<file path="src/verilog/lane_defs.svh">
/*
 * Fixed lane dimensions
 *   - register word and datapath width
 *   - number of vector registers and their address width
 *   - issue-to-writeback latency of the execution units
 */

`ifndef LANE_DEFS_SVH
`define LANE_DEFS_SVH

// Datapath width in bits
`define LANE_ELEN 64

// Vector registers held by the lane
`define LANE_NR_VREGS 8
`define LANE_VREG_AW 3

// Cycles from issue edge to result register, same for ALU and multiplier
`define LANE_UNIT_LAT 2

`endif
</file>
<file path="src/verilog/lane_pkg.sv">
/*
 * Lane types
 *   - opcode and element width encodings
 *   - vector register address
 *   - register word seen as one 64-bit or two 32-bit elements
 */

`include "lane_defs.svh"

package lane_pkg;

  //////////////////////////////////////////////////
  // Instruction fields
  //////////////////////////////////////////////////

  // OP_MUL goes to the multiplier, everything else to the ALU
  typedef enum logic [2:0] {
    OP_ADD,
    OP_SUB,
    OP_AND,
    OP_XOR,
    OP_MUL
  } lane_op_e;

  typedef enum logic {
    SEW32,
    SEW64
  } sew_e;

  typedef logic [`LANE_VREG_AW-1:0] vreg_addr_t;

  // Element 0 sits in the low half of the word
  typedef union packed {
    logic [`LANE_ELEN-1:0]            d;
    logic [1:0][`LANE_ELEN/2-1:0]     w;
  } elem_word_u;

endpackage

</file>
<file path="src/verilog/lane_regfile.sv">
/*
 * Lane vector register file
 *   - two combinational operand reads and one observation read
 *   - writeback of the ALU or multiplier result
 *   - load writes granted only in cycles without a unit result
 */

`timescale 1ns/1ps

`include "lane_defs.svh"

module lane_regfile (
  input  logic                  clk_i,
  input  logic                  rst_ni,
  // Operand reads
  input  lane_pkg::vreg_addr_t  rs1_addr_i,
  input  lane_pkg::vreg_addr_t  rs2_addr_i,
  output lane_pkg::elem_word_u  rs1_data_o,
  output lane_pkg::elem_word_u  rs2_data_o,
  // Unit results
  input  logic                  alu_valid_i,
  input  lane_pkg::vreg_addr_t  alu_vd_i,
  input  lane_pkg::elem_word_u  alu_data_i,
  input  logic                  mul_valid_i,
  input  lane_pkg::vreg_addr_t  mul_vd_i,
  input  lane_pkg::elem_word_u  mul_data_i,
  // Load writes
  input  logic                  ld_req_i,
  input  lane_pkg::vreg_addr_t  ld_vd_i,
  input  lane_pkg::elem_word_u  ld_data_i,
  output logic                  ld_gnt_o,
  // Observation
  input  lane_pkg::vreg_addr_t  rd_addr_i,
  output lane_pkg::elem_word_u  rd_data_o,
  output logic                  wb_valid_o,
  output lane_pkg::vreg_addr_t  wb_vd_o,
  output lane_pkg::elem_word_u  wb_data_o
);

  import lane_pkg::*;

  elem_word_u regs_q [`LANE_NR_VREGS];

  //////////////////////////////////////////////////
  // Writeback select
  //////////////////////////////////////////////////

  // Equal unit latency keeps the two valids apart
  assign wb_valid_o = alu_valid_i | mul_valid_i;
  assign wb_vd_o    = alu_valid_i ? alu_vd_i : mul_vd_i;
  assign wb_data_o  = alu_valid_i ? alu_data_i : mul_data_i;

  // Loads wait for a free write port
  assign ld_gnt_o = ld_req_i & ~wb_valid_o;

  always_ff @(posedge clk_i or negedge rst_ni) begin
    if (!rst_ni) begin
      regs_q <= '{default: '0};
    end else if (wb_valid_o) begin
      regs_q[wb_vd_o] <= wb_data_o;
    end else if (ld_gnt_o) begin
      regs_q[ld_vd_i] <= ld_data_i;
    end
  end

  //////////////////////////////////////////////////
  // Read ports
  //////////////////////////////////////////////////

  // No bypass, a read in the write cycle sees the old value
  assign rs1_data_o = regs_q[rs1_addr_i];
  assign rs2_data_o = regs_q[rs2_addr_i];
  assign rd_data_o  = regs_q[rd_addr_i];

endmodule

</file>
<file path="config.mk">
export PLATFORM = sky130hd
export DESIGN_NAME = lane_regfile
export DESIGN_NICKNAME = d
export VERILOG_FILES = /design/src/verilog/lane_pkg.sv /design/src/verilog/lane_regfile.sv
export VERILOG_INCLUDE_DIRS = /design/src /design/src/verilog
export SDC_FILE = /design/constraint.sdc
export NUM_CORES = 1
export LEC_CHECK = 0
export BUFFER_PORTS_ARGS = -buffer_cell sky130_fd_sc_hd__buf_2
export CAP_MARGIN = 20
export CELL_PAD_IN_SITES_DETAIL_PLACEMENT = 0
export CELL_PAD_IN_SITES_GLOBAL_PLACEMENT = 1
export CORE_ASPECT_RATIO = 2
export CORE_MARGIN = 2
export CORE_UTILIZATION = 44
export CTS_CLUSTER_SIZE = 16
export DETAILED_ROUTE_END_ITERATION = 8
export GPL_TIMING_DRIVEN = 0
export HOLD_SLACK_MARGIN = 0.02
export MAX_ROUTING_LAYER = met4
export PLACE_DENSITY_LB_ADDON = 0.1
export SLEW_MARGIN = 30
export SYNTH_ARGS = -nofsm -noshare
export SYNTH_HDL_FRONTEND = slang
export SYNTH_SLANG_ARGS = --single-unit
</file>
<file path="constraint.sdc">
create_clock -name clk_i -period 1.33 [get_ports clk_i]
set_input_delay 0 -clock clk_i [delete_from_list [all_inputs] [get_ports clk_i]]
set_output_delay 0 -clock clk_i [all_outputs]
set_load 0.1 [all_outputs]
</file>
Word level (Yosys, flattened, before mapping)
Cells that the tools add are included.
{"block": "totals", "latchBits": 0, "ff_bits": 512, "inputBits": 215, "ram_bits": 0, "memories": 0, "mem_bits_ro": 0}
{"block": "op_classes", "n_addsub": 0, "bitwise_logic": 8, "magnitude_cmp": 7, "div": 0, "mux": 19, "shift": 0, "eq_ne": 0, "n_mul": 0, "reduce_logical": 3}
{"op": "bitwise mux 512 bit", "count": 2}
{"op": "two-way mux 512 bit", "count": 2}
{"op": "binary-select mux 64 bit (select 3 bit)", "count": 3}
{"op": "two-way mux 64 bit", "count": 9}
{"op": "demux 64 bit (select 3 bit)", "count": 2}
{"op": "greater-or-equal comparator 4 bit, second input constant", "count": 5}
{"op": "inverter 3 -> 4 bit", "count": 5}
{"op": "less-than comparator 4 x 1 -> 1 bit, second input constant", "count": 2}
{"op": "two-way mux 3 bit", "count": 1}
{"op": "logical AND 1 bit", "count": 2}
{"op": "nonzero test 2 bit", "count": 1}
{"op": "AND 1 bit", "count": 1}
{"op": "inverter 1 bit", "count": 1}
{"op": "bitwise OR 1 bit", "count": 1}

Longest topological paths before layout
{"block": "depth", "depth_word": 8, "depth_mapped": 9}

Worst setup path before layout
Ideal clock, no wire load.
{"block": "synth_timing", "path_kind": "input port to flip-flop", "start": "input port alu_valid_i", "end": "register regs_q[474] (netlist name)", "required_time_ns": 1.266, "slack_ns": -0.901, "arrival_time_ns": 2.167, "path_buffers": 3, "cell_stages": 8, "cell_sequence": "buf_6 > nor2_2 > buf_6 > inv_2 > clkbuf_1 > nand2_1 > o22ai_1 > mux2_2"}
{"item": "start, declared", "line_no": "lane_regfile.sv:21", "text": "input logic alu_valid_i,"}
{"item": "bitwise OR 1 bit (*)", "line_no": "lane_regfile.sv:49", "text": "assign wb_valid_o = alu_valid_i | mul_valid_i;"}
{"item": "net wb_valid_o", "line_no": "lane_regfile.sv:35", "text": "output logic wb_valid_o,"}
{"item": "inverter 1 bit", "line_no": "lane_regfile.sv:54", "text": "assign ld_gnt_o = ld_req_i & ~wb_valid_o;"}
{"item": "AND 1 bit", "line_no": "lane_regfile.sv:54"}
{"item": "nonzero test 2 bit (no source line)"}
{"item": "end signal, assigned by index", "line_no": "lane_regfile.sv:60", "text": "regs_q[wb_vd_o] <= wb_data_o;"}
{"item": "end signal, assigned by index", "line_no": "lane_regfile.sv:62", "text": "regs_q[ld_vd_i] <= ld_data_i;"}
{"item": "end, declared", "line_no": "lane_regfile.sv:42", "text": "elem_word_u regs_q [`LANE_NR_VREGS];"}
The timed path passes the listed nets; every way through them passes the cells marked *.
A chain may end at the register's enable or synchronous reset.

==> results.py <==
metrics = {
    "timing": {
        "rsz0062_at_grt": "true",
        "min_period_over_period_pct": 155,
        "tightest_slew_ns": 0.888,
        "max_freq_mhz": 485,
        "maxSlewViolCount": 0,
        "relSlewSlack_pct": 40.8,
        "hold_viol_final": 301,
        "whs_ns": -0.670,
        "finalCriticalPeriod_ns": 2.06,
        "setup_viol": 252,
        "fin_skew_ns": 0,
        "fin_setup_tns_ns": -130.14,
        "fin_ws_ns": -0.730,
    },
    "run_status": {
        "status": "finished, violations left",
        "violations": "negative hold slack, negative setup slack",
    },
    "critical_path": {
        "end_kind": "primary output",
        "cp_max_fo": 4,
        "critPathArrivalTime_ns": 2.06,
        "crit_start": "regs_q[316]",
        "worstPathRequired_ns": 1.33,
        "critical_path_class": "flip-flop to primary output",
        "r2r-start": "regs_q[490]",
        "start_kind": "flip-flop",
    },
    "cts": {
        "clockRootBuffer": "clkbuf_16",
        "htree_levels": 2,
        "hold_buffers": 64,
        "cts_made_buffers": 51,
        "cts.reportedPaths.clkPinSlew_ns": 0.07,
        "cts_tree": "yes",
        "insertion_delay_ns": 0.61,
        "cts_buffer_depth": 3,
        "cts_num_sinks": 512,
    },
    "grt": {
        "grt_overflow": 0,
        "grt_max_degree": 84,
        "grt_first_pass_wirelength_um": 226000,
        "antenna_found_initial": 3,
        "groute.usage.overall_pct": 39.1,
        "grt_pass1_vias": 32600,
    },
    "logic_synthesis": {
        "synth_largest_area_cell": "dfrtp_1",
        "yosysWarnings": 0,
        "synth_nets": 2842,
        "synth_edf_count": 0,
        "netlist_top_cells_count": "mux2_2, dfrtp_1, o22ai_1",
        "synth_most_common_cell": "mux2_2",
        "ys_types": 24,
        "ys_seq_elements": 512,
        "synth_area_leaders": "dfrtp_1, mux4_2, mux2_2, o22ai_1, mux2_1",
        "synth_ff_type": "dfrtp_1",
        "avgSynthCellArea_um2": 13.5,
        "synth_area_mm2": 0.0355,
        "synth_top_area_share_pct": 36.1,
        "synth.yosys.seq_area_share_pct": 36.1,
        "postSynthCellCount": 2627,
        "synthArstFlopShare_pct": 100,
    },
    "place": {
        "io_buffers": 465,
        "place_hpwl_um": 111000,
        "gp_congestion": 0.962,
    },
    "pwr": {
        "powerDensity_mw_per_mm2": 1170,
        "p_total_mw": 55.6,
        "power_leakage_nw": 21.0,
        "peakVddDrop_mv": 0.965,
    },
    "finish": {
        "nFillCells": 6472,
        "utilization_pct": 59.4,
        "nets": 3489,
        "largest_register_ffs": 512,
        "regMostFlops": "regs_q",
        "reg.largest.list": "regs_q (512)",
        "drive_gt1_share_pct": 61.9,
        "area_growth_pct": 34.2,
    },
    "floorplan": {
        "top_level_ports": 476,
        "fp.dieH_um": 406,
        "fp-row-count": 147,
        "start_util_pct": 44.3,
        "die-area_mm2": 0.0831,
        "die_w_um": 205,
        "core_area_mm2": 0.0802,
    },
    "min_path": {
        "min_path_type": "primary input to asynchronous set/reset pin",
    },
    "drt": {
        "drt_iter0_markers": 2573,
        "num_vias": 31000,
        "drc": 0,
        "wl_per_cell_um": 37.1,
        "wirelength_um": 162000,
        "ant_nets": 0,
        "drtPass1Iterations": 5,
        "vias_per_cell": 7.11,
    },
    "run": {
        "drv_cap": 0,
    },
}
==> placed cells by master, fill, tap and decap left out, types with 5 or more instances in the layout <==
cell type | synthesis | routed
clkbuf_8 | 0 | 15
mux2_1 | 95 | 83
clkinv_2 | 0 | 9
dfrtp_1 | 512 | 511
buf_4 | 32 | 155
nand2_2 | 6 | 24
buf_12 | 0 | 212
nand3_2 | 2 | 5
clkbuf_1 | 119 | 15
dlygate4sd3_1 | 0 | 64
mux4_2 | 384 | 384
clkbuf_4 | 0 | 25
buf_2 | 123 | 258
o22ai_1 | 512 | 512
nand2_1 | 124 | 67
mux2_2 | 673 | 366
nand2_4 | 0 | 39
buf_8 | 0 | 7
buf_6 | 2 | 31
o22ai_4 | 4 | 8
mux2_4 | 0 | 319
clkbuf_16 | 0 | 61
clkbuf_2 | 0 | 110
buf_16 | 0 | 6
==> cell type report <==
| class | instances | area (µm²) | area share, % |
|---|---|---|---|
| Multi-Input combinational cell | 1822 | 22900 | 48.1 |
| Sequential cell | 512 | 12800 | 26.9 |
| Tap cell | 1043 | 1310 | 2.74 |
| Buffer | 288 | 2090 | 4.38 |
| Antenna cell | 1 | 2.50 | 0.00525 |
| Clock buffer | 78 | 1560 | 3.27 |
| Timing Repair Buffer | 594 | 6850 | 14.4 |
| Clock inverter | 13 | 98.8 | 0.207 |
| Inverter | 5 | 41.3 | 0.0866 |
==> logic make-up after synthesis <==
kind of cell	share of synthesized area [%]
DFF	36.1
buffers and inverters	3.91
AOI/OAI and AO/OA	9.39
muxes	48.9
and+or+nand+nor	1.73
==> power by group <==
part           internal [mW]  total [mW]  switching [mW]  leakage, nW
clock network           8.25        15.3            7.06        0.821
logic                   8.86        21.8            12.9         13.1
registers               17.0        18.5            1.49         7.03
total                   34.1        55.6            21.5         21.0
==> through the flow <==
stage / area [µm²] / worst slack [ns] / cells
after detailed placement: 40100 / -1.21 / 4141
after global routing: 47700 / -0.732 / 4356
after global placement: 39900 / -10.67 / 4135
after floorplan: 36300 / -0.317 / 2627
after CTS: 46700 / -0.728 / 4335
final: 47700 / -0.730 / 4356
==> worst paths after layout <==
check / to / slack, ns / depth (start not counted)
setup / recovery: rd_data_o[60] / -0.73 / 3
hold / removal: regs_q[16] / -0.67 / 1
setup reg to reg: regs_q[490] / 0.39 / 2
hold reg to reg: regs_q[125] / 0.53 / 1
max in group asynchronous: regs_q[497] / 0.65 / 3
min in group clk_i: regs_q[425] / 0.03 / 5
==> routing by layer <==
metal	global-route usage [%]	share of wire [%]
met2	64.8	50
met5	-	0
met4	27.5	8.0
met3	7.46	8.4
met1	41.9	33
==> what timing repair did <==
| action | in CTS | in global routing |
|---|---|---|
| buffers inserted | 39 | 12 |
| cloned | 0 | 8 |
| pin swaps | 8 | 2 |
| setup endpoints to repair | 750 | 599 |
| endpoints found under the hold margin | 638 | 233 |
| gates resized for setup | 1114 | 240 |
==> critical path: stages, from the launching register on <==
cell and delay (ns):
dfrtp_1 0.41, mux4_2 0.54, mux2_4 0.32, buf_12 0.17
(Power assumes the default switching activity.)
