$ cat config.mk
export PLATFORM = sky130hd
export DESIGN_NAME = lane_alu
export DESIGN_NICKNAME = d
export VERILOG_FILES = /design/src/verilog/lane_pkg.sv /design/src/verilog/lane_alu.sv
export VERILOG_INCLUDE_DIRS = /design/src /design/src/verilog
export SDC_FILE = /design/constraint.sdc
export NUM_CORES = 1
export LEC_CHECK = 0
export ABC_AREA = 1
export BUFFER_PORTS_ARGS = -buffer_cell sky130_fd_sc_hd__clkbuf_2
export CORE_UTILIZATION = 28
export DETAILED_ROUTE_END_ITERATION = 12
export SLEW_MARGIN = 10
export SYNTH_ARGS = -nofsm -noshare
export SYNTH_HDL_FRONTEND = slang
export SYNTH_SLANG_ARGS = --single-unit
$ cat constraint.sdc
create_clock -name clk_i -period 6.57 [get_ports clk_i]
set_input_delay 0.657 -clock clk_i [delete_from_list [all_inputs] [get_ports clk_i]]
set_output_delay 0.657 -clock clk_i [all_outputs]
set_load 0.03 [all_outputs]
$ cat src/verilog/lane_defs.svh
/*
 * Fixed lane dimensions
 *   - register word and datapath width
 *   - number of vector registers and their address width
 *   - issue-to-writeback latency of the execution units
 */

`ifndef LANE_DEFS_SVH
`define LANE_DEFS_SVH

// Datapath width in bits
`define LANE_ELEN 64

// Vector registers held by the lane
`define LANE_NR_VREGS 8
`define LANE_VREG_AW 3

// Cycles from issue edge to result register, same for ALU and multiplier
`define LANE_UNIT_LAT 2

`endif
$ cat src/verilog/lane_pkg.sv
/*
 * Lane types
 *   - opcode and element width encodings
 *   - vector register address
 *   - register word seen as one 64-bit or two 32-bit elements
 */

`include "lane_defs.svh"

package lane_pkg;

  //////////////////////////////////////////////////
  // Instruction fields
  //////////////////////////////////////////////////

  // OP_MUL goes to the multiplier, everything else to the ALU
  typedef enum logic [2:0] {
    OP_ADD,
    OP_SUB,
    OP_AND,
    OP_XOR,
    OP_MUL
  } lane_op_e;

  typedef enum logic {
    SEW32,
    SEW64
  } sew_e;

  typedef logic [`LANE_VREG_AW-1:0] vreg_addr_t;

  // Element 0 sits in the low half of the word
  typedef union packed {
    logic [`LANE_ELEN-1:0]            d;
    logic [1:0][`LANE_ELEN/2-1:0]     w;
  } elem_word_u;

endpackage

$ cat src/verilog/lane_alu.sv
/*
 * Two-stage integer ALU
 *   - add, subtract, and, xor
 *   - 64-bit elements or two independent 32-bit elements per word
 */

`timescale 1ns/1ps

`include "lane_defs.svh"

module lane_alu (
  input  logic                  clk_i,
  input  logic                  rst_ni,
  input  logic                  issue_valid_i,
  input  lane_pkg::lane_op_e    issue_op_i,
  input  lane_pkg::sew_e        issue_sew_i,
  input  lane_pkg::vreg_addr_t  issue_vd_i,
  input  lane_pkg::elem_word_u  opa_i,
  input  lane_pkg::elem_word_u  opb_i,
  output logic                  res_valid_o,
  output lane_pkg::vreg_addr_t  res_vd_o,
  output lane_pkg::elem_word_u  res_data_o
);

  import lane_pkg::*;

  logic                     accept;
  logic [`LANE_UNIT_LAT-1:0] valid_q;
  lane_op_e                 op_q;
  sew_e                     sew_q;
  vreg_addr_t               vd_q, vd2_q;
  elem_word_u               opa_q, opb_q;
  elem_word_u               res_d, res_q;

  // Everything except the multiply belongs here
  assign accept = issue_valid_i && (issue_op_i != OP_MUL);

  always_ff @(posedge clk_i or negedge rst_ni) begin
    if (!rst_ni) begin
      valid_q <= '0;
    end else begin
      valid_q <= {valid_q[`LANE_UNIT_LAT-2:0], accept};
    end
  end

  //////////////////////////////////////////////////
  // Operand and result stages
  //////////////////////////////////////////////////

  always_ff @(posedge clk_i) begin
    if (accept) begin
      op_q  <= issue_op_i;
      sew_q <= issue_sew_i;
      vd_q  <= issue_vd_i;
      opa_q <= opa_i;
      opb_q <= opb_i;
    end
    if (valid_q[0]) begin
      vd2_q <= vd_q;
      res_q <= res_d;
    end
  end

  // Halves are computed separately at SEW32, so no carry crosses bit 32
  always_comb begin
    res_d = '0;
    if (sew_q == SEW64) begin
      case (op_q)
        OP_ADD:  res_d.d = opa_q.d + opb_q.d;
        OP_SUB:  res_d.d = opa_q.d - opb_q.d;
        OP_AND:  res_d.d = opa_q.d & opb_q.d;
        OP_XOR:  res_d.d = opa_q.d ^ opb_q.d;
        default: res_d.d = '0;
      endcase
    end else begin
      for (int i = 0; i < 2; i++) begin
        case (op_q)
          OP_ADD:  res_d.w[i] = opa_q.w[i] + opb_q.w[i];
          OP_SUB:  res_d.w[i] = opa_q.w[i] - opb_q.w[i];
          OP_AND:  res_d.w[i] = opa_q.w[i] & opb_q.w[i];
          OP_XOR:  res_d.w[i] = opa_q.w[i] ^ opb_q.w[i];
          default: res_d.w[i] = '0;
        endcase
      end
    end
  end

  assign res_valid_o = valid_q[`LANE_UNIT_LAT-1];
  assign res_vd_o    = vd2_q;
  assign res_data_o  = res_q;

endmodule

# After elaboration in Yosys (flattened, before gate mapping)
# Index checks and enable logic that the tools add are counted.
# totals
reg_bits	204
inputBits	138
output_inout_bits	68
wordCells	30
# op_classes
n_addsub	6
eq_ne	4
muxes	4
bitwise	6
n_reduce_logical	2
# ops
op	count
$pmux 32 s4	2
$pmux 64 s4	1
$add 32x32->32	2
$add 64x64->64	1
$and 32x32->32	2
$and 64x64->64	1
$mux 64	1
$sub 32x32->32	2
$sub 64x64->64	1
$xor 32x32->32	2
$xor 64x64->64	1
$eq 3x2->1 const B	2
$eq 3x1->1 const B	1
$logic_not 3->1	1
$ne 3x3->1 const B	1
$logic_and 1x1->1	1

# Depth between registers and ports, before layout
# logic_depth
depth_word	3
mapped_depth	31
mapped_depth_nobuf	31

# Least setup slack after synthesis
# Ideal clock, no wire load.
# synth_path
path_type	input to register
from	in issue_op_i[1]
to	reg valid_q[0]
setup_time_ns	1.152
arrival_time_ns	10.454
required_time_ns	5.418
slack_ns	-5.035
stages	2
n_path_buf	0
path_cell_list	nor2_1 > a21boi_0
# synth_via
elab_chain_cells	2
# synth_rtl
element	line	rtl
start: declaration	lane_alu.sv:15	input lane_pkg::lane_op_e issue_op_i,
$ne 3x3->1	lane_alu.sv:36	assign accept = issue_valid_i && (issue_op_i != OP_MUL);
$logic_and 1x1->1	lane_alu.sv:36	
net accept	lane_alu.sv:27	logic accept;
end signal: assignment	lane_alu.sv:42	valid_q <= {valid_q[`LANE_UNIT_LAT-2:0], accept};
end: declaration	lane_alu.sv:28	logic [`LANE_UNIT_LAT-1:0] valid_q;
# The timed path passes the listed nets, and every way through them passes these cells.
# A chain may end at the register's enable or synchronous reset.

==> impl_metrics.sql <==
INSERT INTO impl_metrics (metric_group, metric, value, unit) VALUES
('status', 'status', 'complete, no violations', ''),
('floorplan', 'pin_count', '206', ''),
('yosys', 'postSynthRegisterBits', '204', ''),
('critical_path', 'critical_path_buf_inv_count', '3', ''),
('layout', 'area.sequential', '6120', 'um2'),
('power', 'p_sw', '2360', 'uW'),
('power', 'swShare', '43.2', '%'),
('floorplan', 'row_count', '94', ''),
('critical_path', 'timing.critical_path.required', '6.88', 'ns'),
('layout', 'final_core_utilization', '32.9', '%'),
('global_route', 'grt_pass1_vias', '18100', ''),
('timing', 'setup_viol_count_final', '0', ''),
('floorplan', 'placeableCoreArea', '66300', 'um2'),
('clock_tree', 'cts_made_buffers', '23', ''),
('power', 'power_frac_comb', '42.0', '%'),
('layout', 'synthToLayoutAreaGrowth', '15.3', '%'),
('floorplan', 'die_h', '262', 'um'),
('clock_tree', 'clk_root_buffer_cell', 'sky130_fd_sc_hd__clkbuf_16', ''),
('clock_tree', 'cts-htree-levels', '1', ''),
('routing', 'wl_per_instance', '20.6', 'um'),
('yosys', 'dominantRegCellSynth', 'sky130_fd_sc_hd__edfxtp_1', ''),
('yosys', 'synth_warnings', '0', ''),
('timing', 'postLayoutSetupSlackWorst', '1.63', 'ns'),
('yosys', 'synth.top_cell.area_share', '32.1', '%'),
('timing', 'slew_violations', '0', ''),
('yosys', 'syn_avg_cell_area', '6.86', 'um2'),
('yosys', 'ys_types', '50', ''),
('place', 'detailedPlacementHpwl', '66.1', 'mm'),
('critical_path', 'critical_path.startpoint_type', 'register', ''),
('yosys', 'synthesis.nets', '3059', ''),
('yosys', 'syn-instance-count', '2759', ''),
('timing', 'finClkSkew', '0.0131', 'ns'),
('run', 'maxCapViolations', '0', ''),
('floorplan', 'chipWidth', '262', 'um'),
('yosys', 'netlist_top_cells_area', 'sky130_fd_sc_hd__edfxtp_1, sky130_fd_sc_hd__nand2_1, sky130_fd_sc_hd__ha_1, sky130_fd_sc_hd__inv_1, sky130_fd_sc_hd__nor2_1', ''),
('floorplan', 'start_util', '28.5', '%'),
('floorplan', 'die_area', '68600', 'um2'),
('power', 'cellLeakagePower', '0.0109', 'uW'),
('routing', 'firstDrtPassIters', '6', ''),
('timing', 'timing.max_slew.rel_slack', '36.2', '%'),
('routing', 'drcViolationCount', '0', ''),
('min_path', 'hp-class', 'in -> reg', ''),
('power', 'power_frac_seq', '32.6', '%'),
('yosys', 'number_of_synthesized_flops_with_an_enable_pin', '202', ''),
('critical_path', 'critical_path.max_fanout', '5', ''),
('clock_tree', 'post_cts_buffers', '0', ''),
('global_route', 'grt.overflow.total', '0', ''),
('power', 'clkPwrFrac', '25.4', '%'),
('critical_path', 'critical_path_arrival', '5.26', 'ns'),
('clock_tree', 'cts_tree', 'built', ''),
('global_route', 'grt_resource_usage_total', '22.8', '%'),
('layout', 'insertedDiodeCount', '0', ''),
('critical_path', 'critical_path.cell_chain', 'inv_1, ha_1, inv_1, nor3_2, inv_2, nor2_1, nand2_1, nor4_2, xor2_1, nand2_1, o21ai_1, ha_1, nand2_1, nor2_1, nand2_1, nor4_1, nand2_1, nand2_1, nand2_1, nand3_1, a21oi_1', ''),
('place', 'place_congestion', '1.02', ''),
('routing', 'vias', '19000', ''),
('routing', 'detail_route.iter0.violations', '1757', ''),
('clock_tree', 'clk_transition_reported_paths', '0.07', 'ns'),
('global_route', 'initial_antenna_violation_count', '1', ''),
('place', 'post-place-ws', '1.66', 'ns'),
('critical_path', 'crit_path_frequent_cell', 'sky130_fd_sc_hd__nand2_1', ''),
('layout', 'multi_input_area', '10900', 'um2'),
('timing', 'maxClockFrequency', '0.202', 'GHz'),
('clock_tree', 'worstSkewPairLatency', '0.57', 'ns'),
('power', 'ir_worst_vdd', '0.000193', 'V'),
('clock_tree', 'ctsHoldBuffers', '1', ''),
('clock_tree', 'post_cts.resized_instances', '0', ''),
('layout', 'layout-drive-gt1-share', '10.6', '%'),
('timing', 'period_share', '75.3', '%'),
('critical_path', 'timing.critical_path.to_type', 'register', ''),
('layout', 'fillCellCount', '7306', ''),
('yosys', 'ys_async_sr_fraction', '0.980', '%');
## logic make-up after synthesis
kind of cell,after synthesis,synth area share [%]
simple gates,1433,31.5
buf+inv,505,10.1
compound gates,361,11.0
flops,204,32.3
fa+ha+maj,162,10.8
xor+xnor,94,4.35
## cells in the final DEF (no fill, tap or decap), drive strengths merged
| master | instances |
|---|---|
| nand2 | 894 |
| inv | 468 |
| nor2 | 301 |
| clkbuf | 232 |
| edfxtp | 202 |
| ha | 160 |
| nand3 | 157 |
| a21oi | 150 |
| o21ai | 113 |
| xor2 | 83 |
| a22oi | 39 |
| nor3 | 29 |
| o21bai | 20 |
| a22o | 20 |
| nand4 | 18 |
| buf | 12 |
| xnor2 | 11 |
| nand3b | 10 |
| nor4 | 10 |
| or2 | 9 |
| clkinv | 6 |
| o31ai | 5 |
| a21boi | 5 |
| a31oi | 4 |
| clkinvlp | 4 |
| bufinv | 4 |
| a21o | 3 |
| nor3b | 2 |
| and2 | 2 |
| fa | 2 |
| dfrtp | 2 |
| o21a | 1 |
| and3 | 1 |
| o211ai | 1 |
| dlygate4sd3 | 1 |
## through the flow
stage	area [um2]	hold WS (ns)	std cells	total power (uW)
2_1_floorplan	18900	0.361	2759	3260
3_3_place_gp	21000	0.401	3802	4060
3_5_place_dp	21000	0.414	3802	4060
4_1_cts	21800	0.236	3845	5470
5_1_grt	21800	0.240	3845	5810
6_report	21800	0.262	3845	5470
## power by group through the flow
stage | combinational, uW | clock (uW) | sequential (uW)
6_report | 2300 | 1390 | 1780
2_1_floorplan | 1400 | 0 | 1850
3_5_place_dp | 2250 | 0 | 1810
3_3_place_gp | 2250 | 0 | 1810
4_1_cts | 2260 | 1430 | 1780
5_1_grt | 2550 | 1470 | 1790
## state kept, by name, indices dropped and copies added (netlist names)
register and flops:
res_vd_o 3, op_q 3, vd_q 3, valid_q 2
sew_q 1, res_data_o 64, opa_q 64, opb_q 64
## cell type report
class | count | share of cell area, %
Clock buffer | 27 | 2.71
Multi-Input combinational cell | 2050 | 50.1
Clock inverter | 15 | 0.947
Inverter | 467 | 8.04
Tap cell | 864 | 4.96
Timing Repair Buffer | 218 | 5.22
Sequential cell | 204 | 28.1
## per-layer routing
metal  routed length [um]  up-vias  track usage [%]
met5                    0        -                0
met4                 2740        0             7.85
met3                 5560      109             2.95
met2                35700      734             36.6
met1                35300     8802             31.3
li1                     -     9314                -
## worst register-to-register path: cells and delay by family (launching register included)
| family | cells | cell delay [ns] |
|---|---|---|
| AOI/OAI and AO/OA | 2 | 0.15 |
| xor gates and xnor gates | 1 | 0.14 |
| adders and majority gates | 2 | 0.61 |
| buffers and inverters | 3 | 0.44 |
| DFF | 1 | 0.52 |
| and+or+nand+nor | 13 | 2.83 |
## worst paths after layout
check	slack [ns]	startpoint	endpoint	depth (start not counted)
worst max-delay path	1.63	opb_q[32]$_DFFE_PP_	res_data_o[63]$_DFFE_PP_	21
worst min-delay path	0.26	opa_i[3]	opa_q[3]$_DFFE_PP_	1
worst max register to register	1.63	opb_q[32]$_DFFE_PP_	res_data_o[63]$_DFFE_PP_	21
worst min register to register	0.43	vd_q[1]$_DFFE_PP_	res_vd_o[1]$_DFFE_PP_	0
max in group asynchronous	6.03	rst_ni	valid_q[0]$_DFF_PN0_	2
min in group asynchronous	0.43	rst_ni	valid_q[0]$_DFF_PN0_	2
Note: power is estimated with default switching activity, not from simulation.
